## config.mk

```make
export PLATFORM = sky130hd
export DESIGN_NAME = cur_block_buffer
export DESIGN_NICKNAME = d
export VERILOG_FILES = /design/src/source/me_pixel_pkg.sv /design/src/source/cur_block_buffer.sv
export SDC_FILE = /design/constraint.sdc
export NUM_CORES = 1
export LEC_CHECK = 0
export BUFFER_PORTS_ARGS = -buffer_cell sky130_fd_sc_hd__buf_2
export CAP_MARGIN = 20
export CORE_MARGIN = 2
export CORE_UTILIZATION = 58
export CTS_BUF_LIST = sky130_fd_sc_hd__clkbuf_4 sky130_fd_sc_hd__clkbuf_8
export CTS_CLUSTER_DIAMETER = 80
export CTS_CLUSTER_SIZE = 25
export DETAILED_ROUTE_END_ITERATION = 12
export GPL_ROUTABILITY_DRIVEN = 0
export PLACE_DENSITY = 0.77
export SLEW_MARGIN = 20
export SYNTH_ARGS = -nofsm -noshare
export SYNTH_HDL_FRONTEND = slang
export SYNTH_SLANG_ARGS = --single-unit
```

## constraint.sdc

```tcl
create_clock -name clk -period 8.6 [get_ports clk]
set_clock_uncertainty 0.15 [all_clocks]
set_input_delay 0 -clock clk [delete_from_list [all_inputs] [get_ports clk]]
set_output_delay 0 -clock clk [all_outputs]
set_load 0.005 [all_outputs]
```

## src/source/me_pixel_pkg.sv

```systemverilog
package me_pixel_pkg;

    // Block geometry
    localparam int BLOCK_DIM = 8;                       // Pixels per row, rows per block
    localparam int WORD_PIX = 4;                        // Pixels per load word
    localparam int BLOCK_WORDS = BLOCK_DIM * BLOCK_DIM / WORD_PIX;

    // One unsigned luma sample
    typedef logic [7:0] pixel_t;

    // Load word, pixel 0 in the low byte
    typedef pixel_t [WORD_PIX-1:0] pixel_word_t;

    typedef pixel_t [BLOCK_DIM-1:0] block_row_t;        // Pixel 0 low

    // Whole block with row 0 in the low bits
    typedef block_row_t [BLOCK_DIM-1:0] block_t;

endpackage

```

## src/source/cur_block_buffer.sv

```systemverilog
`timescale 1ns/1ps

module cur_block_buffer (
    input  logic                      clk,
    input  logic                      rst,
    input  logic                      wr_en,
    input  logic [3:0]                wr_word,
    input  me_pixel_pkg::pixel_word_t cur_word,
    input  logic                      next_block,
    output me_pixel_pkg::block_t      cur_blk
);

    import me_pixel_pkg::*;

    block_t store [2];          // Two halves, 128 pixels

    logic       half;           // Active half
    logic       wr_half;
    logic       in_hand;
    logic [2:0] hand_cnt;

    // A word written in the flip cycle already goes to the half that is
    // about to become inactive
    assign wr_half = next_block ? half : ~half;

    always_ff @(posedge clk) begin
        if (wr_en) begin
            for (int p = 0; p < WORD_PIX; p++) begin
                store[wr_half][wr_word[3:1]][wr_word[0] * WORD_PIX + p] <= cur_word[p];
            end
        end
    end

    always_ff @(posedge clk or posedge rst) begin
        if (rst) begin
            half     <= 1'b0;
            in_hand  <= 1'b0;
            hand_cnt <= '0;
        end else if (next_block) begin
            half     <= ~half;
            in_hand  <= 1'b1;
            hand_cnt <= '0;
        end else if (in_hand) begin
            hand_cnt <= hand_cnt + 3'd1;
            if (hand_cnt == 3'(BLOCK_DIM - 1)) begin
                in_hand <= 1'b0;
            end
        end
    end

    // Rows 0..hand_cnt already show the new block, the rest still the old one.
    // The output register adds the cycle that lines row r up with SAD stage r
    always_ff @(posedge clk) begin
        for (int r = 0; r < BLOCK_DIM; r++) begin
            if (!in_hand || r <= hand_cnt) begin
                cur_blk[r] <= store[half][r];
            end else begin
                cur_blk[r] <= store[~half][r];
            end
        end
    end

    // Control must wait for the row skew to drain before the next flip
    a_no_flip_in_handover : assert property (
        @(posedge clk) disable iff (rst) next_block |-> !in_hand
    ) else $error("next_block during handover");

endmodule

```

==> results.md, run 1 <==
* Final Hold Violating Endpoints at 0
* TritonCTS clock tree: built
* Vias post-DR at 26500
* Final-stage net count at 3596
* Insertion delay of the later-clocked pin in the worst-skew pair at 0.72 ns
* Routed length per instance at 26.4 microns
* Sw power at 4.23 mW
* Yosys top cell by area: edfxtp_1
* Starting density of the core at 58.3%
* Layout filler cell count at a little over 6000
* Post-Synthesis Mean Instance Area at 17.4 sq um
* Number of remaining DRC errors at 0
* Via density per instance at 5.55
* Netlist Area Pre-Place at 0.0514 sq mm
* Min-Delay Path Class: in2reg
* Transition time at the pin with the least slew margin at 1.07 ns
* Most common flop cell mapped by yosys: edfxtp_1
* P per Cell Area at 274 mW/mm^2
* Number of flops mapped to enable cells by yosys at 1024
* Max-slew headroom at 28.5%
* Final Slew Violations at 0
* Overall fraction of global-route tracks in use at 27.2%
* Area after DPL at 0.0555 sq mm
* Antenna viol nets, final at 0
* Area grow syn2layout at 11.8%
* FMAX at 0.305 GHz
* Total negative slack for setup checks at 0 ns
* Setup slack after placement at ~5.3 ns
* Final setup slack of the worst path at 5.33 ns
* Clock buffer count from CTS at 72
* H-Tree Level Count at 3
* Yosys synthesis warning count at 0
* DRT iter0 DRCs at 2898
* Gate power share at 21.1%
* Crit path arrival time at 3.74 ns
* Clock-pin transition on the worst setup and hold timing paths at 0.14 ns
* Mapped Nets at 3001
* Overall die height at between 300 and 400 microns
* Maximum VDD drop at 0.188 mV
* Required time of the critical path at 9.07 ns
* Final design area excluding fillers at 0.0574 sq mm
* Synth async-reset ratio at 0.324%
* Static leakage power at 21.1 nW
* Cell row count at 109
* Number of antenna violations at the first check in global routing at 10
* Unrepaired setup endpoints after global routing: false
* Maximum number of pins on one net before global-route repair at 65
* # clock sinks at approximately 1500
* Via count of the first global-routing pass at 25600
* Count of TritonRoute iterations in the first routing pass at 6
* Sw Ratio at a little over a quarter
* Number of max-capacitance violations reported at 0
* Part of the total power dissipated in the clock network at 20.0%
* Critical path class: reg2reg
* Maximum buffer depth of the clock tree at 3
* Relative contribution of sequential cells to total power at 58.8%
* Run status: complete, no violations
* Total congestion overflow at 0
* Fraction of final layout cells sized beyond drive strength 1 at 36.7%
* Clock Root Buffer: clkbuf_8
* Post-CTS sizing at 0
* Floorplan Core Area at slightly below 0.09 sq mm
* Critical path fanouts, max at 64
* Internal power consumption at 11.5 mW
* Number of top-level pins at 552
* Gate Count Post-Synth at 2957
* Detailed placement HPWL at between 70 and 80 mm
* Category of the worst setup path launch point: register
* Flip-flop and latch count after synthesis at 1541
* DRT Wirelength at 126 mm
* Post-synthesis cell type count at 41
* Total power of the final layout at between 15 and 20 mW
* Time the final worst path needs with I/O delays and setup at ~3.3 ns
* Die Footprint at 0.0910 sq mm
* DIE WIDTH at ~300 microns
* Sequential share of the synthesized area at 80.1%
* Ratio of final minimum period to clock period at 38.1%
* Finish-stage setup viols at 0
* Share of the synthesized area in the top cell type at 59.9%
* Core Util, Final at between 60% and 70%
* Capturing element type of the critical path: register
* Count of buffers from port buffering at 551
* First-pass GRT wire length at about 170 mm
* Synth top area cells: edfxtp_1 60%, dfxtp_1 20%, mux2_2 11%
cells by family after synthesis:
kind of cell,after synthesis,share of synthesized area [%]
xor gates and xnor gates,9,0.300
muxes,578,12.7
DFF,1541,80.1
adders and majority gates,4,0.0974
and+or+nand+nor,690,5.27
buffers and inverters,129,1.50
AOI/OAI and AO/OA,6,0.110
cells in the mapped netlist (all sizes together), types with 3 or more instances:
| library cell | instances |
|---|---|
| buf | 79 |
| clkbuf | 45 |
| dfrtp | 5 |
| dfxtp | 512 |
| edfxtp | 1024 |
| ha | 4 |
| inv | 5 |
| mux2 | 576 |
| nand2 | 619 |
| nand2b | 4 |
| nand3 | 4 |
| nor2 | 42 |
| nor3 | 11 |
| o21ai | 3 |
| xnor2 | 7 |
sequential cells by signal, summed over array words and instances, names as in the netlist:
| register | flops |
|---|---|
| cur_blk | 512 |
| half | 1 |
| hand_cnt | 3 |
| in_hand | 1 |
| store | 1024 |
area by class of cell:
cell class	instances	area [sq um]	area share, %
Timing Repair Buffer	645	3610	6.28
Clock buffer	124	1390	2.42
Sequential cell	1541	41100	71.6
Antenna cell	5	12.5	0.0218
Multi-Input combinational cell	1287	9710	16.9
Tap cell	1165	1460	2.54
Inverter	5	18.8	0.0327
Clock inverter	7	96.3	0.168
final timing paths:
| kind | startpoint | to | slack, ns | depth (start not counted) |
|---|---|---|---|---|
| max | half | cur_blk[234] | 5.33 | 4 |
| max in group asynchronous | rst | half | 7.95 | 4 |
| max reg2reg | half | cur_blk[234] | 5.33 | 4 |
| min in group asynchronous | rst | hand_cnt[2] | 0.13 | 4 |
| min reg2reg | store[1][158] | cur_blk[158] | 0.28 | 1 |
| min | wr_word[0] | store[0][191] | 0.10 | 4 |
routing by layer:
metal	vias to the layer above	global-route usage [%]	part of all wire (%)	wire, microns
met5	-	0	0.054	68
met4	10	7.83	2.6	3220
met3	178	5.44	8.8	11100
met2	1130	43.8	48	60600
met1	13500	37.9	41	51100
li1	11700	-	-	-
through the flow:
stage,instances,hold WS (ns)
after CTS,4773,0.0389
after floorplan,2957,-0.371
after global routing,4776,0.116
final,4779,0.103
after global placement,4601,-0.225
after detailed placement,4603,-0.230
power by group through the flow:
stage | combinational [mW] | clock, mW | sequential [mW]
CTS | 3.35 | 3.20 | 9.25
detailed placement | 3.32 | 0 | 9.42
floorplan | 1.87 | 0 | 9.27
global placement | 3.24 | 0 | 9.42
finish | 3.32 | 3.15 | 9.24
global route | 3.54 | 3.43 | 9.29
critical path, stage by stage, from the launching register on:
cell	delay, ns
dfrtp_4	0.76
buf_4	0.77
xnor2_4	0.17
buf_4	0.73
mux2_2	0.43
layout by cell type (no fill, tap or decap), drive strengths merged, types with 3 or more instances in the layout:
master / instances
edfxtp: 1024
nand2: 619
buf: 606
mux2: 576
dfxtp: 512
clkbuf: 124
nor2: 42
dlygate4sd3: 39
nor3: 11
xnor2: 7
inv: 7
diode: 5
dfrtp: 5
nand3: 4
ha: 4
nand2b: 4
o21ai: 3
clkinv: 3
timing repair:
| action | in CTS | in global routing |
|---|---|---|
| buffers inserted | 0 | 0 |
| endpoints found under the setup margin | 0 | 0 |
| hold endpoints to repair | 930 | 0 |
| hold buffers | 39 | 0 |
Power figures use the tool's default switching activity.
==> run 2, diff against run 1 <==
--- a/config.mk
+++ b/config.mk
@@ -8,13 +8,13 @@
 export BUFFER_PORTS_ARGS = -buffer_cell sky130_fd_sc_hd__buf_2
 export CAP_MARGIN = 20
 export CORE_MARGIN = 2
-export CORE_UTILIZATION = 58
+export CORE_UTILIZATION = 54
 export CTS_BUF_LIST = sky130_fd_sc_hd__clkbuf_4 sky130_fd_sc_hd__clkbuf_8
 export CTS_CLUSTER_DIAMETER = 80
 export CTS_CLUSTER_SIZE = 25
 export DETAILED_ROUTE_END_ITERATION = 12
 export GPL_ROUTABILITY_DRIVEN = 0
-export PLACE_DENSITY = 0.77
+export PLACE_DENSITY = 0.75
 export SLEW_MARGIN = 20
 export SYNTH_ARGS = -nofsm -noshare
 export SYNTH_HDL_FRONTEND = slang
==> constraint.sdc (replaced) <==
create_clock -name clk -period 2.95 [get_ports clk]
set_clock_uncertainty 0.15 [all_clocks]
set_input_delay 0 -clock clk [delete_from_list [all_inputs] [get_ports clk]]
set_output_delay 0 -clock clk [all_outputs]
set_load 0.005 [all_outputs]
==> results.md, run 2 (synthesis gave the netlist of run 1 again) <==
* Run status: complete, no violations (unchanged)
* Finish-stage setup viols at 0 (unchanged)
* First-pass GRT wire length at 180 mm (was 174 mm)
* Leading cell type in the layout, fill and taps excluded: edfxtp_1 (unchanged)
* Flip-flop count of the largest register, all copies and words added at 1024 (unchanged)
* R2r endpoint: cur_blk[414] (was cur_blk[234])
* Die Footprint at 0.0976 sq mm (was 0.0910 sq mm)
* Layout filler cell count at 6841 (was 6106)
* Post-CTS setup buffer count at 0 (unchanged)
* Unrepaired setup endpoints after global routing: false (unchanged)
* Area after DPL at 0.0564 sq mm (was 0.0555 sq mm)
* DRT Wirelength at 129 mm (was 126 mm)
* Core Util, Final at 61.8% (was 65.2%)
* Final Hold Violating Endpoints at 0 (unchanged)
* Crit path arrival time at 3.10 ns (was 3.74 ns)
* Max-slew headroom at 25.9% (was 28.5%)
* Count of TritonRoute iterations in the first routing pass at 5 (was 6)
* Maximum buffer depth of the clock tree at 3 (unchanged)
* Antenna viol nets, final at 0 (unchanged)
* Maximum VDD drop at 0.524 mV (was 0.188 mV)
* Vias post-DR at 26700 (was 26500)
* Number of antenna violations at the first check in global routing at 10 (unchanged)
* Final setup slack of the worst path at 0.367 ns (was 5.33 ns)
* Worst hold margin at 0.0779 ns (was 0.103 ns)
* H-Tree Level Count at 3 (unchanged)
* Capturing element type of the critical path: register (unchanged)
* Critical path fanouts, max at 64 (unchanged)
* Reg2reg path depth at 7 (was 4)
* Combined area of the multi-input logic cells at 0.00974 sq mm (was 0.00971 sq mm)
* Category of the worst setup path launch point: register (unchanged)
* Floorplan Core Area at 0.0946 sq mm (was 0.0881 sq mm)
* Insertion delay of the later-clocked pin in the worst-skew pair at 0.78 ns (was 0.72 ns)
* Non-filler cells, final at 4937 (was 4779)
* Clock-pin transition on the worst setup and hold timing paths at 0.14 ns (about the same)
* Number of max-capacitance violations reported at 0 (unchanged)
* Number of top-level pins at 552 (unchanged)
* Min-Delay Path Class: in2async (was in2reg)
* Cells after DPL at 4746 (was 4603)
* Cell row count at 113 (was 109)
* Maximum number of pins on one net before global-route repair at 65 (unchanged)
* Leading cell types in the layout, fill and taps excluded: 1024 x edfxtp_1, 619 x nand2_1, 550 x buf_2 (was 1024 x edfxtp_1, 619 x nand2_1, 551 x buf_2)
* TritonCTS clock tree: built (unchanged)
* Count of buffers from port buffering at 551 (unchanged)
* Ratio of final minimum period to clock period at 87.6% (was 38.1%)
* Fraction of final layout cells sized beyond drive strength 1 at 37.4% (was 36.7%)
* Clock Root Buffer: clkbuf_8 (unchanged)
* Via count of the first global-routing pass at 26500 (was 25600)
* Overall die height at 312 microns (was 302 microns)
* Total power of the final layout at 46.6 mW (was 15.7 mW)
* Overall fraction of global-route tracks in use at 25.9% (was 27.2%)
* Area grow syn2layout at 13.8% (was 11.8%)
* Total negative slack for setup checks at 0 ns (unchanged)
* Met2 Usage GRT at 42.2% (was 43.8%)
* P per Cell Area at 797 mW/mm^2 (was 274 mW/mm^2)
* Area taken by flip-flops and latches at 0.0411 sq mm (unchanged)
* Detailed placement HPWL at 80.2 mm (was 73.0 mm)
* Starting density of the core at 54.3% (was 58.3%)
* Final design area excluding fillers at 0.0584 sq mm (was 0.0574 sq mm)
* Clock buffer count from CTS at 75 (was 72)
* Final Slew Violations at 0 (unchanged)
* Transition time at the pin with the least slew margin at 1.11 ns (was 1.07 ns)
* Number of remaining DRC errors at 0 (unchanged)
* Final-stage net count at 3650 (was 3596)
* Setup slack after placement at 0.412 ns (was 5.31 ns)
* Source of the worst register-to-register timing path: hand_cnt[0] (was half)
* Via density per instance at 5.41 (was 5.55)
* DIE WIDTH at 312 microns (was 302 microns)
* Total congestion overflow at 0 (unchanged)
* Routed length per instance at 26.1 microns (was 26.4 microns)
* # clock sinks at 1541 (unchanged)
* DRT iter0 DRCs at 2907 (was 2898)
* Critical path class: reg2reg (unchanged)
* Required time of the critical path at 3.47 ns (was 9.07 ns)
* Most heavily used metal layer in global routing: met2 (unchanged)
* FMAX at 0.387 GHz (was 0.305 GHz)
* Routing usage on met3 at 6.67% (was 5.44%)
* FF-to-FF setup slack at 0.37 ns (was 5.33 ns)
* Static leakage power at 21.5 nW (was 21.1 nW)
* Time the final worst path needs with I/O delays and setup at 2.58 ns (was 3.27 ns)
* GR Layer Usage met1 at 34.6% (was 37.9%)
==> run 2: cell type report <==
class / instances / share of cell area [%]
multi-input combinational: 1287 / 16.7
antenna: 7 / 0.0300
timing repair buffer: 696 / 7.50
inverter: 5 / 0.0321
sequential: 1541 / 70.4
tap: 1265 / 2.71
clock buffer: 127 / 2.48
clock inverter: 9 / 0.221
==> run 2: how the worst max path moves through the flow <==
stage,slack (ns),to,startpoint
final,0.37,cur_blk[414],hand_cnt[0]
after floorplan,-0.76,store[0][288],half
after global placement,0.46,cur_blk[149],hand_cnt[0]
after CTS,0.38,cur_blk[151],hand_cnt[0]
after global routing,0.26,cur_blk[397],hand_cnt[0]
after detailed placement,0.41,cur_blk[149],hand_cnt[0]
==> run 2: critical path: stages, from the launching register on <==
cell,delay [ns]
dfrtp_1,0.62
inv_1,0.12
ha_1,0.27
a21oi_1,0.17
o21ai_2,0.11
xor2_4,0.17
buf_12,0.30
mux2_2,0.40
==> run 2: per-layer routing <==
metal | vias up | wire length (microns) | part of all wire, %
met1 | 13500 | 50700 | 39
met5 | - | 0 | 0
met3 | 193 | 12200 | 9.5
met4 | 0 | 4000 | 3.1
met2 | 1173 | 61900 | 48
li1 | 11800 | - | -
==> run 2: what timing repair did <==
action                                 4_1_cts  5_1_grt
setup endpoints to repair                    0        0
gates resized for setup                      0        0
hold buffers                                48        0
endpoints found under the hold margin     1322        0
==> run 2: report_power, final <==
group          internal, mW  leakage, nW  total (mW)  switching [mW]
registers              25.6         13.6        26.8            1.26
logic                  5.05         7.07        10.2            5.12
clock network          3.24        0.848        9.57            6.33
