===== src/source/me_search_pkg.sv =====
package me_search_pkg;

    localparam int SAD_W = 14;                          // Holds 64 * 255
    localparam int IDX_W = 8;

    typedef logic [SAD_W-1:0] sad_t;

    // Candidate number within a search
    typedef struct packed {
        logic [IDX_W-1:0] idx;
        logic             last;                         // Final candidate of the search
    } cand_tag_t;

    // Best match reported at the end of a search
    typedef struct packed {
        sad_t             best_sad;
        logic [IDX_W-1:0] best_idx;
    } match_result_t;

endpackage


===== src/source/best_match.sv =====
`timescale 1ns/1ps

module best_match (
    input  logic                         clk,
    input  logic                         rst,
    input  logic                         sad_valid,
    input  me_search_pkg::sad_t          sad,
    input  me_search_pkg::cand_tag_t     sad_tag,
    output me_search_pkg::match_result_t result,
    output logic                         result_valid
);

    import me_search_pkg::*;

    logic          have_min;    // A candidate of this search was seen
    logic          take;
    match_result_t min_q;
    match_result_t next_min;

    // Strict compare keeps the earlier candidate on a tie
    always_comb begin
        take = !have_min || (sad < min_q.best_sad);
        next_min.best_sad = take ? sad : min_q.best_sad;
        next_min.best_idx = take ? sad_tag.idx : min_q.best_idx;
    end

    always_ff @(posedge clk or posedge rst) begin
        if (rst) begin
            have_min     <= 1'b0;
            result_valid <= 1'b0;
        end else begin
            result_valid <= sad_valid && sad_tag.last;
            if (sad_valid) begin
                have_min <= !sad_tag.last;    // Restart after the last one
            end
        end
    end

    always_ff @(posedge clk) begin
        if (sad_valid) begin
            min_q <= next_min;
            if (sad_tag.last) begin
                result <= next_min;
            end
        end
    end

    a_valid_known : assert property (
        @(posedge clk) disable iff (rst) !$isunknown(sad_valid)
    ) else $error("sad_valid unknown");

endmodule


===== config.mk =====
export PLATFORM = sky130hd
export DESIGN_NAME = best_match
export DESIGN_NICKNAME = d
export VERILOG_FILES = /design/src/source/me_search_pkg.sv /design/src/source/best_match.sv
export SDC_FILE = /design/constraint.sdc
export NUM_CORES = 1
export LEC_CHECK = 0
export BUFFER_PORTS_ARGS = -buffer_cell sky130_fd_sc_hd__buf_4
export CAP_MARGIN = 20
export CORE_ASPECT_RATIO = 1.4
export CORE_MARGIN = 3
export CORE_UTILIZATION = 30
export DETAILED_ROUTE_END_ITERATION = 12
export PLACE_DENSITY = 0.59
export SLEW_MARGIN = 20
export SYNTH_ARGS = -nofsm -noshare
export SYNTH_HDL_FRONTEND = slang
export SYNTH_SLANG_ARGS = --single-unit

===== constraint.sdc =====
create_clock -name clk -period 3.5 [get_ports clk]
set_input_delay 0.175 -clock clk [delete_from_list [all_inputs] [get_ports clk]]
set_output_delay 0.175 -clock clk [all_outputs]
set_load 0.005 [all_outputs]

==> results of run 1 <==
-- cell usage in the layout, fill, tap and decap left out, drive strengths merged --
cell type and instances:
dlygate4sd3 1, nand4 2, nor2 3, a21oi 7, o221ai 1, dfrtp 2, or3 1, o221a 1
clkinv 2, a311o 22, nand2b 1, edfxtp 44, buf 54, inv 36, o32ai 22, ha 13
clkbuf 6, nor3 1, and2 1, mux2i 22, nand2 48
-- kinds of logic after synthesis --
family          after synthesis
simple gates                 57
buf+inv                      55
compound gates               53
flops                        46
mux                          22
fa+ha+maj                    13
-- flip-flops by register name, indices dropped and copies added (netlist names) --
name	count
min_q	22
result	22
have_min	1
result_valid	1
-- through the flow --
stage | utilization | hold WS, ps
CTS | 0.376 | 251
floorplan | - | -83.8
global route | 0.376 | 268
detailed placement | 0.359 | 42.1
finish | 0.376 | 256
global placement | 0.359 | 42.5
-- worst register-to-register path, cell delays in order, from the launching register on --
cell and delay [ps]:
edfxtp_1 380, inv_1 70, ha_1 250, a21oi_1 190, o221a_2 810, o32ai_1 200, a311o_1 340
-- power groups by stage --
stage                     registers [mW]  clock network (mW)  logic [mW]
after floorplan                    0.727                   0       0.291
after global placement             0.730                   0       0.404
after detailed placement           0.730                   0       0.418
after CTS                          0.718               0.475       0.420
after global routing               0.724               0.493       0.464
final                              0.717               0.461       0.414
-- metal layers --
metal  wire (µm)  share of wire  up-vias
met2        3050           0.52       38
li1            -              -     1006
met1        2520           0.43      998
met3         248          0.042        5
met4          59          0.010        0
met5           0              0        -
-- area by class of cell --
cell class	instances	area [µm²]	share of cell area
multi-input cells	145	1090	0.331
flip-flops and latches	46	1370	0.418
repair buffers	55	415	0.127
clock buffers	6	129	0.0393
clock inverters	2	10.0	0.00305
well taps	105	131	0.0401
inverters	36	135	0.0412
-- what timing repair did --
| item | in CTS | in global routing |
|---|---|---|
| gates resized for setup | 0 | 0 |
| endpoints found under the hold margin | 2 | 0 |
| hold buffers | 1 | 0 |
-- how the worst max path moves through the flow --
stage | to | slack (ps)
after floorplan | min_q[10] | 1380
after global placement | result[11] | 1130
after detailed placement | min_q[12] | 1010
after CTS | min_q[12] | 990
after global routing | min_q[12] | 810
final | min_q[11] | 1010
==> impl_metrics.toml, run 1 <==
[setup_path]
slowest_delay_ps = 810
cp_num_cells = 6
regToRegSetupSlack_ps = 1010
r2r-end = "min_q[11]"
cpMaxStageDelayCell = "o221a_2"
worstPathCellList = "inv_1 > ha_1 > a21oi_1 > o221a_2 > o32ai_1 > a311o_1"
endpoint_kind = "register"
critPathBufInv = 1
cp-startpoint = "min_q[13]"
r2r_start = "min_q[13]"
worstPathMaxFanout = 44
cp_top_family = "compound AO/OA/AOI/OAI gates"
cp.arrival_ps = 2510
r2r_cells = 6
path_class = "reg2reg"
worstPathRequired_ps = 3520
cp-start-kind = "register"

[routing]
firstDrtPassIters = 4
drtIter0Drc = 116
vias = 2047
routed_wl_um = 5870
ant_nets = 0
via_per_inst = 5.18
wire_per_inst_um = 14.9
drc = 0

[power_and_ir_drop]
seqPwrFrac = 0.450
ir_worst_vdd_mv = 0.213
power_frac_clock = 0.289
p_leak_nw = 1.48
switchingPower_uw = 451
p_comb_frac = 0.260
p_per_area_mw_per_mm2 = 486
fin_total_pwr_mw = 1.59
p_int_mw = 1.14
swShare = 0.283

[timing]
period_minus_slack_ps = 2490
hold_viol = 0
fin_ws_ps = 1010
fmax_ghz = 0.402
rsz0062_at_grt = "false"
finalCritPeriodShare = 0.711
fin_setup_tns_ps = 0
skew_ps = 2.70
slew_headroom = 0.403
tightest_slew_ps = 896
finalSetupViolCount = 0
slew_violations = 0

[yosys]
synth_top_area_cell = "edfxtp_1"
async_flop_share = 0.0435
postSynthAreaPerCell_um2 = 11.0
syn_area_mm2 = 0.00271
synth_seq_area_share = 0.506
synth_area_leaders = "edfxtp_1, a311o_1, mux2i_1"
synth_edf_count = 44
synth_nets = 285
yosysMostFrequentCell = "nand2_1"
synth_xor_area_frac = 0
muxShareOfSynthArea = 0.0812
ys_seq_elements = 46
synth_cells = 246
synthTopCellsByCount = "nand2_1, edfxtp_1, inv_1"
yosys.area.top_type_share = 0.487
synth_fa_ha_area_frac = 0.0600
yosys.area_share.simple = 0.0867
synth_top_family_by_area = "compound AO/OA/AOI/OAI gates"
synth_compound_area_frac = 0.173
yosysUniqueCellTypes = 22
ys.flop_type = "edfxtp_1"
synth_warnings = 0

[global_route]
grt_pass1_vias = 2039
antenna_found_initial = 0
grt_pass1_wl_um = 9690
top_usage_layer = "met2"
overflow = 0
grt_use_met1 = 0.141
grt_max_degree = 46
grt_use_met2 = 0.205
grt_use_total = 0.118
use_met3 = 0.0293

[clock_network]
clk_pin_slew_ps = 60
cts.htree.levels = 2
cts_tree = "yes"
postCtsSetupRepairBufs = 0
clock_path_buffers = 2
clk_latency_ps = 290
numCtsBuffers = 5
clock-sinks = 46
cts_root_buf = "clkbuf_16"

[hold_path]
min_from = "sad_tag[1]"
whs_endpoint = "min_q[0]"
hold_class = "in2reg"
hold_path_depth = 2

[floorplan]
pin_count = 49
dieWidth_um = 86.4
die_y_um = 119
fp.coreArea_mm2 = 0.00871
start_util = 0.311
fp-row-count = 40
dieArea_mm2 = 0.0102

[placed_design]
post-place-cells = 386
port_buffers = 48
placed_cell_area_mm2 = 0.00313
pre_cts_slack_ps = 1010
finalWeightedCongestion = 0.730
hpwlAfterDp_um = 3920

[run_status]
status = "completed"

[layout]
postLayoutCellArea_mm2 = 0.00328
instances_no_fill = 395
layout.nets = 328
antenna_cells = 0
areaGrowthSynthToFinish_pct = 20.8
final_layout_size_suffix_gt1_frac = 0.217
fillCellCount = 891

[flow_run]
cap_violations = 0
No activity file was read; power rests on OpenSTA's default activity.
==> run 2: changes to the inputs <==
Clock period 3.5 ns to 2.6 ns, I/O delays scaled along.
==> run 2 against run 1 <==
Against the previous run:
- final cell count is 0.25% higher
- via count is 0.73% lower
- worst setup slack worse by 800 ps
- critical endpoint is now result[11]
- sequential cell count stayed put
- utilization is 0.43 points higher
- combinational power is 38% higher
- clock skew is 1.3 ps higher
- non-clock buffer count is 1 higher
- clock-buffer cell count is 1 higher
- critical path depth is 2 higher
- register-to-register slack worse by 800 ps
- design area is 1.1% higher
==> impl_metrics.toml, run 2 (synthesis gave the netlist of run 1 again) <==
[placed_design]
placed_cell_area_mm2 = 0.00315
pre_cts_slack_ps = 154
hpwlAfterDp_um = 3910
finalWeightedCongestion = 0.740
port_buffers = 48

[power_and_ir_drop]
p_per_area_mw_per_mm2 = 661
ir_worst_vdd_mv = 0.317
switchingPower_uw = 613
swShare = 0.280
seqPwrFrac = 0.444
p_leak_nw = 1.49
p_comb_frac = 0.261
power_frac_clock = 0.295
p_int_mw = 1.58

[hold_path]
hold_path_depth = 2
hold_class = "in2reg"

[global_route]
grt_pass1_vias = 1954
grt_max_degree = 44
grt_pass1_wl_um = 9590
grt_use_total = 0.118
overflow = 0
antenna_found_initial = 0

[setup_path]
slowest_delay_ps = 400
critPathBufInv = 2
endpoint_kind = "register"
regToRegSetupSlack_ps = 210
cp_top_family = "compound AO/OA/AOI/OAI gates"
path_class = "reg2reg"
cp.arrival_ps = 2410
cpMaxStageDelayCell = "edfxtp_1"
worstPathRequired_ps = 2620
r2r_cells = 8
worstPathMaxFanout = 36
cp-start-kind = "register"
worstPathCellList = "inv_1 > ha_1 > a21oi_1 > o221ai_1 > nor2_4 > buf_12 > mux2i_1 > a311o_1"
cp_num_cells = 8

[clock_network]
numCtsBuffers = 5
postCtsSetupRepairBufs = 0
clock-sinks = 46
clk_pin_slew_ps = 60
cts_tree = "yes"
clock_path_buffers = 2
cts_root_buf = "clkbuf_16"
clk_latency_ps = 280
cts.htree.levels = 2

[layout]
reg_top3 = "min_q x22, result x22"
postLayoutCellArea_mm2 = 0.00332
antenna_cells = 0
final_cell_mix = "buf_4, nand2_1, edfxtp_1"
layout.nets = 329
areaGrowthSynthToFinish_pct = 22.2
final_common_cell = "buf_4"
final_layout_size_suffix_gt1_frac = 0.220

[timing]
finalCritPeriodShare = 0.920
slew_violations = 0
hold_viol = 0
rsz0062_at_grt = "false"
fmax_ghz = 0.418
slew_headroom = 0.642
skew_ps = 3.96
fin_ws_ps = 207
finalSetupViolCount = 0
tightest_slew_ps = 538
fin_setup_tns_ps = 0
period_minus_slack_ps = 2390

[floorplan]
dieWidth_um = 86.4
fp-row-count = 40
fp.coreArea_mm2 = 0.00871
start_util = 0.311
pin_count = 49
dieArea_mm2 = 0.0102
die_y_um = 119

[routing]
ant_nets = 0
vias = 2032
drc = 0
drtIter0Drc = 138
firstDrtPassIters = 4
wire_per_inst_um = 15.1
routed_wl_um = 6000
via_per_inst = 5.13

[run_status]
status = "completed"

[flow_run]
cap_violations = 0
## run 2: stage by stage
stage / total power, mW / hold slack [ps] / cells / utilization
6_report: 2.19 / 211 / 396 / 0.381
3_5_place_dp: 1.56 / -0.161 / 387 / 0.362
5_1_grt: 2.32 / 220 / 396 / 0.381
3_3_place_gp: 1.54 / -1.44 / 387 / 0.362
4_1_cts: 2.22 / 208 / 396 / 0.380
2_1_floorplan: 1.37 / -129 / 246 / -
## run 2: worst register-to-register path, stage by stage (launching register included)
cell	delay [ps]
edfxtp_1	400
inv_1	70
ha_1	230
a21oi_1	180
o221ai_1	190
nor2_4	310
buf_12	270
mux2i_1	140
a311o_1	360
## run 2: layout make-up
class	count	area, µm²
Fill cell	880	5390
Sequential cell	46	1370
Multi-Input combinational cell	145	1090
Timing Repair Buffer	56	435
Clock buffer	7	143
Inverter	36	135
Tap cell	105	131
Clock inverter	1	5.00
## run 2: worst paths after layout
kind	from	end
max in group asynchronous	rst	have_min
min reg2reg	min_q[0]	result[0]
max reg2reg	min_q[17]	result[11]
min in group asynchronous	rst	result_valid
min	sad_tag[7]	result[6]
max	min_q[17]	result[11]
## run 2: what timing repair did
item,in CTS,in global routing
endpoints found under the hold margin,2,0
setup endpoints to repair,0,37
resized for setup,0,1
hold buffers,1,0
## run 2: layer usage
metal,wire length (µm),GRT usage,share of wire,vias to the layer above
met5,0,0,0,-
met4,57,0.0341,0.0095,0
met3,295,0.0307,0.049,4
met2,3010,0.197,0.50,45
met1,2630,0.148,0.44,966
li1,-,-,-,1017
## run 2: power by group through the flow
stage	clock (mW)	sequential, mW	combinational, mW
after floorplan	0	0.979	0.392
after global placement	0	0.987	0.554
after detailed placement	0	0.990	0.568
after CTS	0.670	0.975	0.571
after global routing	0.697	0.980	0.640
final	0.645	0.973	0.572
==> run 3: changes to the inputs <==
Settings changed: CORE_ASPECT_RATIO 1.4 to 0.8.
Clock period 2.6 ns to 3 ns, I/O delays scaled along.
==> run 3 against run 2 <==
Against the previous run:
- hold slack improved by 19 ps
- final cell count increased by 1.5%
- wire length is 2.5% lower
- via count increased by 0.54%
- clock-buffer cell count decreased by 2
- clock power fell by 16%
- register-to-register slack better by 340 ps
- combinational power shrank 15%
- largest cell class unchanged
==> impl_metrics.toml, run 3 (synthesis gave the netlist of run 1 again) <==
[run_status]
status = "completed"

[setup_path]
slowest_delay_ps = 820
r2r_cells = 6
path_class = "reg2reg"
cp.arrival_ps = 2480
endpoint_kind = "register"
cp_num_cells = 6
critPathBufInv = 1
worstPathMaxFanout = 44
cp_top_family = "compound AO/OA/AOI/OAI gates"
r2r_start = "min_q[9]"
cp-start-kind = "register"
worstPathCellList = "inv_1 > ha_1 > a21oi_1 > o221a_2 > o32ai_1 > a311o_1"
cpMaxStageDelayCell = "o221a_2"
worstPathRequired_ps = 3020
cp-startpoint = "min_q[9]"

[timing]
rsz0062_at_grt = "false"
fmax_ghz = 0.408
tightest_slew_ps = 911
slew_headroom = 0.392
finalCritPeriodShare = 0.817
finalSetupViolCount = 0
fin_ws_ps = 548
slew_violations = 0
hold_viol = 0
period_minus_slack_ps = 2450
fin_setup_tns_ps = 0
skew_ps = 4.79

[clock_network]
cts_resized = 0
cts_root_buf = "clkbuf_16"
clock_path_buffers = 2
clock-sinks = 46
numCtsBuffers = 5
clk_latency_ps = 280
cts.htree.levels = 2
cts_tree = "yes"
clk_pin_slew_ps = 70

[routing]
drc = 0
via_per_inst = 5.08
firstDrtPassIters = 4
ant_nets = 0
drtIter0Drc = 148
vias = 2043
wire_per_inst_um = 14.6
routed_wl_um = 5850

[floorplan]
dieWidth_um = 112
pin_count = 49
die_y_um = 91.1
fp.coreArea_mm2 = 0.00863
fp-row-count = 30
start_util = 0.314
dieArea_mm2 = 0.0102

[power_and_ir_drop]
fin_total_pwr_mw = 1.87
ir_worst_vdd_mv = 0.229
p_leak_nw = 1.48
p_per_area_mw_per_mm2 = 567

[hold_path]
min_from = "sad_tag[2]"
hold_class = "in2reg"
hold_path_depth = 2

[layout]
finish.utilization = 0.383
areaGrowthSynthToFinish_pct = 21.9
layout.nets = 328
final_cell_mix = "buf_4, nand2_1, edfxtp_1"
final_common_cell = "buf_4"
reg_top3 = "min_q x22, result x22"
final_layout_size_suffix_gt1_frac = 0.221
antenna_cells = 0
instances_no_fill = 402

[flow_run]
cap_violations = 0

[placed_design]
finalWeightedCongestion = 0.654
port_buffers = 48
post-place-cells = 392
pre_cts_slack_ps = 64.1
hpwlAfterDp_um = 3800

[global_route]
grt_max_degree = 45
antenna_found_initial = 0
grt_pass1_vias = 1942
grt_use_total = 0.116
grt_pass1_wl_um = 9670
overflow = 0
[run 3: cell types whose count changed in the layout (fill, tap and decap cells not counted)]
cell	before	now
clkinvlp_4	0	1
clkbuf_1	1	0
buf_4	54	53
o221a_2	0	1
clkbuf_8	1	0
clkinv_4	0	1
o221a_4	1	0
[run 3: final cells by class]
cell class	instances	area, µm²
flip-flops and latches	46	1370
clock inverters	3	21.3
clock buffers	5	125
fillers	845	5330
repair buffers	55	428
well taps	112	140
inverters	36	135
multi-input cells	145	1090
[run 3: where the power goes]
part | total (mW) | switching, mW | internal (mW)
sequential | 0.843 | 0.0308 | 0.812
combinational | 0.488 | 0.269 | 0.219
clock | 0.543 | 0.235 | 0.308
total | 1.87 | 0.534 | 1.34
[run 3: metal layers]
layer  global-route usage  wire, µm
met3               0.0286       315
met4               0.0250        65
met1                0.159      2790
met5                    0         0
met2                0.185      2680
[run 3: worst paths after layout]
path | slack (ps) | endpoint
hold reg to reg | 770 | result[1]
min in group asynchronous | 270 | result_valid
setup / recovery | 550 | min_q[6]
setup reg to reg | 550 | min_q[6]
max in group asynchronous | 2620 | have_min
hold / removal | 230 | result[1]
[run 3: per-stage QoR]
stage	area [µm²]	hold WS, ps
after floorplan	2710	-109
after global placement	3130	19.6
after detailed placement	3130	23.4
after CTS	3290	232
after global routing	3310	229
final	3310	230
[run 3: repair_timing]
item                       CTS  global route
setup buffers                0             0
hold buffers                 1             0
setup endpoints to repair    0             0
hold endpoints to repair     2             0
