[src/source/me_pixel_pkg.sv]
package me_pixel_pkg;

    // Block geometry
    localparam int BLOCK_DIM = 8;                       // Pixels per row, rows per block
    localparam int WORD_PIX = 4;                        // Pixels per load word
    localparam int BLOCK_WORDS = BLOCK_DIM * BLOCK_DIM / WORD_PIX;

    // One unsigned luma sample
    typedef logic [7:0] pixel_t;

    // Load word, pixel 0 in the low byte
    typedef pixel_t [WORD_PIX-1:0] pixel_word_t;

    typedef pixel_t [BLOCK_DIM-1:0] block_row_t;        // Pixel 0 low

    // Whole block with row 0 in the low bits
    typedef block_row_t [BLOCK_DIM-1:0] block_t;

endpackage

[src/source/me_search_pkg.sv]
package me_search_pkg;

    localparam int SAD_W = 14;                          // Holds 64 * 255
    localparam int IDX_W = 8;

    typedef logic [SAD_W-1:0] sad_t;

    // Candidate number within a search
    typedef struct packed {
        logic [IDX_W-1:0] idx;
        logic             last;                         // Final candidate of the search
    } cand_tag_t;

    // Best match reported at the end of a search
    typedef struct packed {
        sad_t             best_sad;
        logic [IDX_W-1:0] best_idx;
    } match_result_t;

endpackage

[src/source/me_block_ctrl.sv]
`timescale 1ns/1ps

module me_block_ctrl #(
    parameter int NUM_CAND = 16
) (
    input  logic                    clk,
    input  logic                    rst,
    input  logic                    cur_wr,
    input  logic                    block_start,
    input  logic                    ref_valid,
    input  me_pixel_pkg::block_t    ref_blk,
    output logic                    wr_en,
    output logic [3:0]              wr_word,
    output logic                    load_done,
    output logic                    next_block,
    output logic                    cand_valid,
    output me_pixel_pkg::block_t    cand_blk,
    output me_search_pkg::cand_tag_t cand_tag
);

    import me_pixel_pkg::*;
    import me_search_pkg::*;

    localparam logic [IDX_W-1:0] LAST_IDX = IDX_W'(NUM_CAND - 1);

    logic [3:0]       load_cnt;
    logic [IDX_W-1:0] cand_idx;
    cand_tag_t        tag_d;

    assign wr_en   = cur_wr && !load_done;   // Full block ignores extra words
    assign wr_word = load_cnt;

    assign tag_d.idx  = cand_idx;
    assign tag_d.last = (cand_idx == LAST_IDX);

    always_ff @(posedge clk or posedge rst) begin
        if (rst) begin
            load_cnt   <= '0;
            load_done  <= 1'b0;
            next_block <= 1'b0;
            cand_idx   <= '0;
            cand_valid <= 1'b0;
        end else begin
            next_block <= block_start;
            cand_valid <= ref_valid;

            if (block_start) begin
                load_cnt  <= '0;
                load_done <= 1'b0;
            end else if (wr_en) begin
                load_cnt <= load_cnt + 4'd1;
                if (load_cnt == 4'(BLOCK_WORDS - 1)) begin
                    load_done <= 1'b1;
                end
            end

            // New search numbering starts with the next candidate
            if (block_start) begin
                cand_idx <= '0;
            end else if (ref_valid) begin
                cand_idx <= tag_d.last ? '0 : cand_idx + 1'b1;
            end
        end
    end

    always_ff @(posedge clk) begin
        if (ref_valid) begin
            cand_blk <= ref_blk;
            cand_tag <= tag_d;
        end
    end

    a_start_when_loaded : assert property (
        @(posedge clk) disable iff (rst) block_start |-> load_done
    ) else $error("block_start before the next block is loaded");

endmodule

[config.mk]
export PLATFORM = sky130hd
export DESIGN_NAME = me_block_ctrl
export DESIGN_NICKNAME = d
export VERILOG_FILES = /design/src/source/me_pixel_pkg.sv /design/src/source/me_search_pkg.sv /design/src/source/me_block_ctrl.sv
export SDC_FILE = /design/constraint.sdc
export NUM_CORES = 1
export LEC_CHECK = 0
export ABC_AREA = 1
export BUFFER_PORTS_ARGS = -buffer_cell sky130_fd_sc_hd__buf_2
export CAP_MARGIN = 20
export CORE_AREA = 2 2 402 404
export CTS_CLUSTER_DIAMETER = 200
export DETAILED_ROUTE_END_ITERATION = 8
export DIE_AREA = 0 0 404 406
export HOLD_SLACK_MARGIN = 0.03
export PLACE_DENSITY_LB_ADDON = 0.25
export SLEW_MARGIN = 20
export SYNTH_ARGS = -nofsm -noshare
export SYNTH_HDL_FRONTEND = slang
export SYNTH_SLANG_ARGS = --single-unit
[constraint.sdc]
create_clock -name clk -period 1.1 [get_ports clk]
set_input_delay 0.11 -clock clk [delete_from_list [all_inputs] [get_ports clk]]
set_output_delay 0.11 -clock clk [all_outputs]
set_load 0.05 [all_outputs]
==> qor.txt, run 1 <==
Status: finished with violations
Failing checks: negative hold slack, negative setup slack
Fin crit share: 142.3%
Critical Path RT: 0.99 ns
Slew @ Worst Pin: 0.4417 ns
Final setup margin: -0.4655 ns
Post-detailed-placement half-perimeter wirelength: 59.77 mm
Synth cell count leaders: edfxtp_1 (521), nand2_1 (23), dfrtp_1 (15)
RSZ-0062 raised after global routing: true
CP max-delay cell: edfxtp_1
Drt total wl: 77.59 mm
Vias in the first global route: 13,880
Fin crit period: 1.566 ns
DP Area: 24,920 um^2
Worst Path Max Fanout: 1
CTS tree: done
TritonCTS Sinks: 536
Cts bufs inserted: 67
# rows: 147
Die H: 406 um
CP arrival: 1.46 ns
Final net count: 2,828
Final instance area: 35,700 um^2
Buffers on Ports: 1,045
Synthesized Nets: 1,137
Final setup TNS: -116.26 ns
Total Power: 59.81 mW
Register area share after synthesis: 97.46%
GRT Resource Usage Total: 8.856%
Layout cells sized above 1: 52.01%
P_leak: 14.29 nW
FF+latch count, synth: 536
Htree depth: 3
Count leader, synth: edfxtp_1
Largest net degree at the start of global routing: 75
Warnings, synthesis: 0
Worst VDD drop: 0.001141 V
Slew Viols, Final: 0
Synth-to-layout area growth: 117.2%
Gpl congestion: 0.8417
Clock buffer depth: 3
Grt ovf: 0
Cell area after synthesis: 16,440 um^2
Fmax: 638.8 MHz
Area leader, netlist: edfxtp_1
Root Buffer: clkbuf_16
Capturing element type of the critical path: output pin
Number of synthesized flops with an enable pin: 521
Crit path kind: flop to output pin
Number of buffers and inverters on the critical path: 1
Initial core utilization: 10.30%
# hold bufs at CTS: 516
I/O pin count: 1,046
DRT antenna net count: 0
Clock Pin Slew Worst Setup and Hold Paths: 0.06 ns
Mean area per synthesized cell: 26.60 um^2
Worst setup SP type: flop
Skew final: 0.01806 ns
Yosys top cell area share: 95.17%
Final-report hold violation count: 4
Vias: 12,970
Smallest hold slack: -0.1215 ns
Async set or reset register ratio after synthesis: 2.799%
Hold Crit Class: primary input to flop
Top delay family on crit path: flip-flops
Syn Inst Count: 618
Skew-Pair Late Insertion Delay: 0.65 ns
Die area: 164,000 um^2
MaxCap Viol Count: 0
Slowest stage delay, CP: 0.56 ns
Ranking of synthesized cells by area: edfxtp_1 (95%), dfrtp_1 (2.3%), nand2_1 (0.53%), inv_1 (0.32%), nor2_1 (0.27%)
Wirelength per Cell: 17.44 um
Core region area: 159,600 um^2
Fill count: 16,810
TritonRoute pass-1 iters: 5
Primary FF master, synth: edfxtp_1
Worst rel slew slack: 70.56%
Die W: 404 um
Final core utilization: 22.36%
Final Setup Violations: 536
Initial antenna violation count: 18
DRC viols: 0
Cell Pwr Density: 1675 nW/um^2
DRT iter0 DRCs: 713
Vias per cell: 2.914
First-pass GRT wire length: 102.9 mm
Synth unique cells: 20
CP cell instances: buf_6
R2R setup slack: -0.18 ns
==> timing repair <==
item                                    4_1_cts  5_1_grt
resized for setup                          1060       19
endpoints found under the setup margin      535      540
endpoints found under the hold margin       629        5
pin swaps                                     2       10
setup buffers                                 8        2
==> metrics by stage <==
stage                     worst slack (ns)  cells
final                              -0.4655   4450
after global routing               -0.5651   4447
after CTS                          -0.5934   4447
after detailed placement           -0.1301   3802
after global placement             -0.1329   3802
after floorplan                    -0.1658    618
==> layout by cell type (no fill, tap or decap), types with 14 or more instances in the layout <==
| master | synthesis | final |
|---|---|---|
| clkinv_1 | 0 | 16 |
| buf_12 | 0 | 16 |
| buf_4 | 0 | 41 |
| edfxtp_1 | 521 | 521 |
| nand2_1 | 23 | 20 |
| clkbuf_16 | 0 | 68 |
| buf_6 | 1 | 533 |
| buf_2 | 0 | 515 |
| clkbuf_1 | 0 | 14 |
| dlygate4sd3_1 | 0 | 516 |
==> layout make-up <==
class	instances	area (um^2)	share of cell area (%)
repair buffers	1623	14400	40.34
diodes	3	7.507	0.02103
flip-flops and latches	536	16030	44.89
well taps	2086	2610	7.311
multi-input cells	66	424.2	1.188
clock buffers	82	1754	4.914
inverters	15	60.06	0.1682
clock inverters	39	416.7	1.167
==> tightest hold or removal path, cell delays in order <==
cell and delay [ns]:
buf_2 0.11, nand2_4 0.07, buf_6 0.12, o21ai_0 0.08
==> cells by family (layout without fill, tap and decap cells) <==
| kind of cell | Yosys count | in the layout | synth area share, % |
|---|---|---|---|
| DFF | 536 | 536 | 97.46 |
| other | 0 | 3 | 0 |
| xor gates and xnor gates | 2 | 2 | 0.1066 |
| adders and majority gates | 2 | 2 | 0.1522 |
| and+or+nand+nor | 53 | 53 | 1.530 |
| AOI/OAI and AO/OA | 9 | 9 | 0.3425 |
| buffers and inverters | 16 | 1759 | 0.4110 |
==> flip-flops by register name, summed over array words and instances, names as in the netlist <==
register	flops
cand_tag	9
load_done	1
cand_blk	512
wr_word	4
next_block	1
cand_valid	1
cand_idx	8
==> worst paths after layout <==
| check | from | endpoint | cells after the start |
|---|---|---|---|
| min in group asynchronous | rst | cand_idx[5] | 5 |
| max in group asynchronous | rst | wr_word[2] | 5 |
| worst min register to register | wr_word[2] | wr_word[2] | 2 |
| worst min-delay path | cur_wr | wr_word[1] | 4 |
| worst max-delay path | cand_tag[1] | cand_tag[1] | 1 |
| worst max register to register | cand_idx[1] | cand_idx[3] | 6 |
==> report_power, final <==
group / switching (mW) / total (mW) / leakage, nW / internal [mW]
registers: 0.877 / 25.1 / 5.30 / 24.2
logic: 7.69 / 12.6 / 7.95 / 4.88
clock network: 9.25 / 22.1 / 1.04 / 12.9
total: 17.8 / 59.8 / 14.3 / 42.0
==> layer usage <==
metal  track usage (%)  up-vias  share of wire [%]
li1                  -     5859                  -
met1             11.05     6440                 41
met2             14.26      559                 48
met3             2.833      101                8.0
met4             3.208        8                2.2
met5                 0        -              0.067
(Power assumes the default switching activity.)
==> run 2: changes to the inputs <==
--- a/config.mk
+++ b/config.mk
@@ -7,13 +7,13 @@
 export LEC_CHECK = 0
 export ABC_AREA = 1
 export BUFFER_PORTS_ARGS = -buffer_cell sky130_fd_sc_hd__buf_2
-export CAP_MARGIN = 20
 export CORE_AREA = 2 2 402 404
 export CTS_CLUSTER_DIAMETER = 200
 export DETAILED_ROUTE_END_ITERATION = 8
 export DIE_AREA = 0 0 404 406
 export HOLD_SLACK_MARGIN = 0.03
 export PLACE_DENSITY_LB_ADDON = 0.25
+export SKIP_CTS_REPAIR_TIMING = 1
 export SLEW_MARGIN = 20
 export SYNTH_ARGS = -nofsm -noshare
 export SYNTH_HDL_FRONTEND = slang
==> run 2 against run 1 <==
  * Sequential share of layout area about the same
  * Flip-flop and latch count unchanged
  * Largest cell class unchanged
  * Critical path type unchanged
  * Setup slack better by 0.037 ns
  * Core utilization about the same
  * The run still ends with negative hold slack, negative setup slack left
  * Clock-buffer cell count unchanged
  * Global-route usage down 0.51 points
  * Sequential power about the same
  * Non-clock buffer count down 1
==> qor.txt, run 2 (synthesis results as in run 1) <==
Status: finished with violations
Failing checks: negative hold slack, negative setup slack
Worst r2r src: cand_idx[1]
DRT antenna net count: 0
Largest regs: cand_blk: 512 flops, cand_tag: 9 flops, cand_idx: 8 flops
R2R setup slack: -0.16 ns
Gpl congestion: 0.8417
Worst r2r path cells: 6
Total Power: 59.77 mW
Post-detailed-placement half-perimeter wirelength: 59.77 mm
Cell Pwr Density: 1676 nW/um^2
Sequential fraction of design power: 42.0%
I/O pin count: 1,046
Final net count: 2,827
P_leak: 14.28 nW
Clock buffer depth: 3
Critical Path RT: 0.99 ns
Final setup TNS: -114.81 ns
Fin crit period: 1.528 ns
NetSw: 17.78 mW
Slowest stage delay, CP: 0.54 ns
Root Buffer: clkbuf_16
Top delay family on crit path: flip-flops
Comb power frac: 21.0%
Grt ovf: 0
Skew-Pair Late Insertion Delay: 0.64 ns
Fmax: 654.3 MHz
Wirelength per Cell: 17.47 um
CP cell instances: buf_6
Crit path kind: flop to output pin
Final setup margin: -0.4285 ns
Worst setup SP type: flop
Skew final: 0.01745 ns
RSZ-0062 raised after global routing: true
Clk pwr share: 37.0%
Buffers on Ports: 1,045
TritonRoute pass-1 iters: 5
Final Setup Violations: 536
Synth-to-layout area growth: 117.0%
FF-to-FF End: cand_idx[3]
Layout cells sized above 1: 51.69%
Sw Ratio: 29.75%
Worst path depth: 1
Hold path depth: 4
Htree depth: 3
TritonCTS Sinks: 536
Initial antenna violation count: 18
CTS tree: done
Drt total wl: 77.78 mm
Final-report hold violation count: 3
Die area: 164,000 um^2
Capturing element type of the critical path: output pin
Die H: 406 um
Vias: 13,000
First-pass GRT wire length: 93.76 mm
DRT iter0 DRCs: 632
CP max-delay cell: edfxtp_1
MaxCap Viol Count: 0
Vias per cell: 2.919
Max reg flops: 512
Commonest non-fill, non-tap cell in the layout: buf_6
Smallest hold slack: -0.08703 ns
Largest net degree at the start of global routing: 75
Commonest cells after routing, fill and taps aside: buf_6 (529), edfxtp_1 (521), dlygate4sd3_1 (516)
Hold Crit Class: primary input to flop
# rows: 147
Int Pwr: 41.99 mW
Slew Viols, Final: 0
Largest register by flop count: cand_blk
Worst Hold Endpoint: wr_word[1]
Fin crit share: 139.0%
Worst VDD drop: 0.001153 V
CP arrival: 1.42 ns
Worst rel slew slack: 70.61%
Vias in the first global route: 11,210
Clock Pin Slew Worst Setup and Hold Paths: 0.06 ns
GRT Resource Usage Total: 8.349%
Initial core utilization: 10.30%
Worst Path Max Fanout: 1
Slew @ Worst Pin: 0.4408 ns
Cts bufs inserted: 67
HP Start: cur_wr
Number of buffers and inverters on the critical path: 1
Core region area: 159,600 um^2
Die W: 404 um
DRC viols: 0
[run 2: worst max-delay path by stage]
stage / startpoint / end / slack (ns)
3_5_place_dp: cand_idx[0] / cand_idx[3] / -0.13
4_1_cts: cand_tag[1] / cand_tag[1] / -0.69
6_report: cand_blk[274] / cand_blk[274] / -0.43
2_1_floorplan: load_done / wr_word[0] / -0.17
5_1_grt: cand_tag[1] / cand_tag[1] / -0.57
3_3_place_gp: cand_idx[0] / cand_idx[6] / -0.13
[run 2: power groups by stage]
stage / Combinational, mW / Sequential (mW) / Clock [mW]
global placement: 9.30 / 25.1 / 0
floorplan: 0.0724 / 30.5 / 0
CTS: 9.28 / 24.7 / 23.0
detailed placement: 9.27 / 25.1 / 0
global route: 13.0 / 25.2 / 23.7
finish: 12.6 / 25.1 / 22.1
[run 2: per-stage QoR]
stage	util, %	setup slack (ns)	std cells	hold slack (ns)	instance area [um^2]
floorplan	-	-0.1658	618	0.01121	16470
global placement	15.61	-0.1329	3802	0.1432	24920
detailed placement	15.61	-0.1301	3802	0.1377	24920
CTS	16.97	-0.6935	3923	-0.6236	27090
global route	22.34	-0.5652	4451	-0.1236	35660
finish	22.34	-0.4285	4452	-0.08703	35670
[run 2: per-layer routing]
metal | vias up | track usage (%) | part of all wire (%)
li1 | 5855 | - | -
met1 | 6457 | 10.33 | 41
met2 | 569 | 12.97 | 48
met3 | 110 | 3.101 | 8.2
met4 | 6 | 3.306 | 2.7
met5 | - | 1.338 | 0.057
[run 2: cell type report]
class                   count  area [um^2]
multi-input cells          66        404.1
repair buffers           1622        14380
clock inverters            39        416.7
clock buffers              82         1754
well taps                2086         2610
diodes                      6        15.01
flip-flops and latches    536        16030
inverters                  15        60.06
fillers                 16820       124000
[run 2: worst register-to-register path, delay by kind of cell, from the launching register on]
family,cells,cell delay (ns)
adder cells (fa/ha/maj),1,0.18
flip-flops,1,0.40
AND/OR/NAND/NOR,4,0.33
AO/OA/AOI/OAI,1,0.23
==> run 3: changes to the inputs <==
--- a/config.mk
+++ b/config.mk
@@ -7,10 +7,10 @@
 export LEC_CHECK = 0
 export ABC_AREA = 1
 export BUFFER_PORTS_ARGS = -buffer_cell sky130_fd_sc_hd__buf_2
-export CORE_AREA = 2 2 402 404
+export CORE_AREA = 2 2 407 409
 export CTS_CLUSTER_DIAMETER = 200
 export DETAILED_ROUTE_END_ITERATION = 8
-export DIE_AREA = 0 0 404 406
+export DIE_AREA = 0 0 409 411
 export HOLD_SLACK_MARGIN = 0.03
 export PLACE_DENSITY_LB_ADDON = 0.25
 export SKIP_CTS_REPAIR_TIMING = 1
==> run 3 against run 2 <==
  * The flow still finishes with violations (negative hold slack, negative setup slack)
  * Setup slack got worse by 0.065 ns
  * Clock power about the same
  * Via count up 2.2%
  * Die area rose by 2.5%
  * Clock-buffer cell count rose by 1
==> qor.txt, run 3 (synthesis results as in run 1) <==
DP Area: 25,010 um^2
Final-report hold violation count: 3
Buffers on Ports: 1,045
Worst setup SP type: flop
Die area: 168,100 um^2
Critical Path RT: 0.99 ns
Slew @ Worst Pin: 0.3832 ns
Largest register by flop count: cand_blk
Fill count: 17,290
Capturing element type of the critical path: output pin
CP arrival: 1.48 ns
CTS tree: done
TritonCTS Sinks: 536
Worst VDD drop: 0.001020 V
I/O pin count: 1,046
Gpl congestion: 0.8593
# rows: 149
Max reg flops: 512
Final net count: 2,835
Skew final: 0.008663 ns
Layout cells sized above 1: 52.18%
Root Buffer: clkbuf_16
Final instance area: 35,860 um^2
Htree depth: 3
Final setup TNS: -126.82 ns
Die H: 411 um
Post-detailed-placement half-perimeter wirelength: 65.34 mm
Smallest hold slack: -0.1094 ns
Largest net degree at the start of global routing: 44
DRT iter0 DRCs: 814
Die W: 409 um
Hold Crit Class: primary input to flop
Placed cells: 3,907
Clock Pin Slew Worst Setup and Hold Paths: 0.06 ns
Vias in the first global route: 11,170
Initial core utilization: 10.03%
Cts bufs inserted: 68
CP cell instances: buf_6
RSZ-0062 raised after global routing: true
Status: finished with violations
Vias per cell: 2.912
CP max-delay cell: edfxtp_1
Drt total wl: 83.73 mm
DRC viols: 0
Final setup margin: -0.4938 ns
Slew Viols, Final: 0
P_leak: 14.32 nW
Largest regs: cand_blk: 512 flops, cand_tag: 9 flops, cand_idx: 8 flops
Fmax: 627.4 MHz
Clock buffer depth: 3
Worst Path Max Fanout: 1
Cell Pwr Density: 1676 nW/um^2
Fin crit period: 1.594 ns
GRT Resource Usage Total: 8.939%
TritonRoute pass-1 iters: 4
DRT antenna net count: 0
Final Setup Violations: 537
MaxCap Viol Count: 0
Commonest cells after routing, fill and taps aside: buf_6 (529), edfxtp_1 (521), dlygate4sd3_1 (516)
Fin crit share: 144.9%
Initial antenna violation count: 40
Top delay family on crit path: flip-flops
Non-Filler Instances: 4,562
Vias: 13,280
Failing checks: negative hold slack, negative setup slack
Worst rel slew slack: 74.46%
Core region area: 163,900 um^2
Commonest non-fill, non-tap cell in the layout: buf_6
Synth-to-layout area growth: 118.2%
Wirelength per Cell: 18.35 um
Slowest stage delay, CP: 0.56 ns
Crit path kind: flop to output pin
Number of buffers and inverters on the critical path: 1
Grt ovf: 0
Skew-Pair Late Insertion Delay: 0.65 ns
Total Power: 60.10 mW
First-pass GRT wire length: 101.4 mm
[run 3: final timing paths]
kind                          startpoint       endpoint  slack [ns]  cells after the start
max in group asynchronous            rst    cand_idx[2]        0.30                      5
setup reg to reg             cand_idx[0]    cand_idx[4]       -0.12                      6
min in group asynchronous            rst     wr_word[1]        0.58                      5
setup / recovery           cand_blk[371]  cand_blk[371]       -0.49                      1
hold reg to reg              cand_idx[2]    cand_idx[2]        0.54                      1
hold / removal                    cur_wr     wr_word[1]       -0.11                      4
[run 3: power by group]
part           leakage, nW  total (mW)  internal, mW  switching (mW)
clock network         1.06        22.3          12.9            9.45
registers             5.30        25.2          24.2           0.962
logic                 7.96        12.6          4.86            7.71
total                 14.3        60.1          42.0            18.1
[run 3: area by class of cell]
type / instances / area, um^2 / share of cell area [%]
Timing Repair Buffer: 1629 / 14390 / 40.13
Antenna cell: 8 / 20.02 / 0.05582
Sequential cell: 536 / 16030 / 44.69
Clock inverter: 36 / 429.2 / 1.197
Multi-Input combinational cell: 66 / 414.1 / 1.155
Clock buffer: 83 / 1779 / 4.961
Tap cell: 2189 / 2739 / 7.637
Inverter: 15 / 62.56 / 0.1744
[run 3: metrics by stage]
step           worst slack (ns)  util, %
2_1_floorplan           -0.1658        -
3_3_place_gp            -0.1522    15.26
3_5_place_dp            -0.1367    15.26
4_1_cts                 -0.6496    16.61
5_1_grt                 -0.5923    21.88
6_report                -0.4938    21.88
[run 3: metal layers]
metal	track usage, %	up-vias	share of wire [%]
li1	-	5869	-
met1	11.38	6638	42
met2	14.05	631	48
met3	3.234	134	7.6
met4	2.799	12	2.3
met5	0	-	0.088
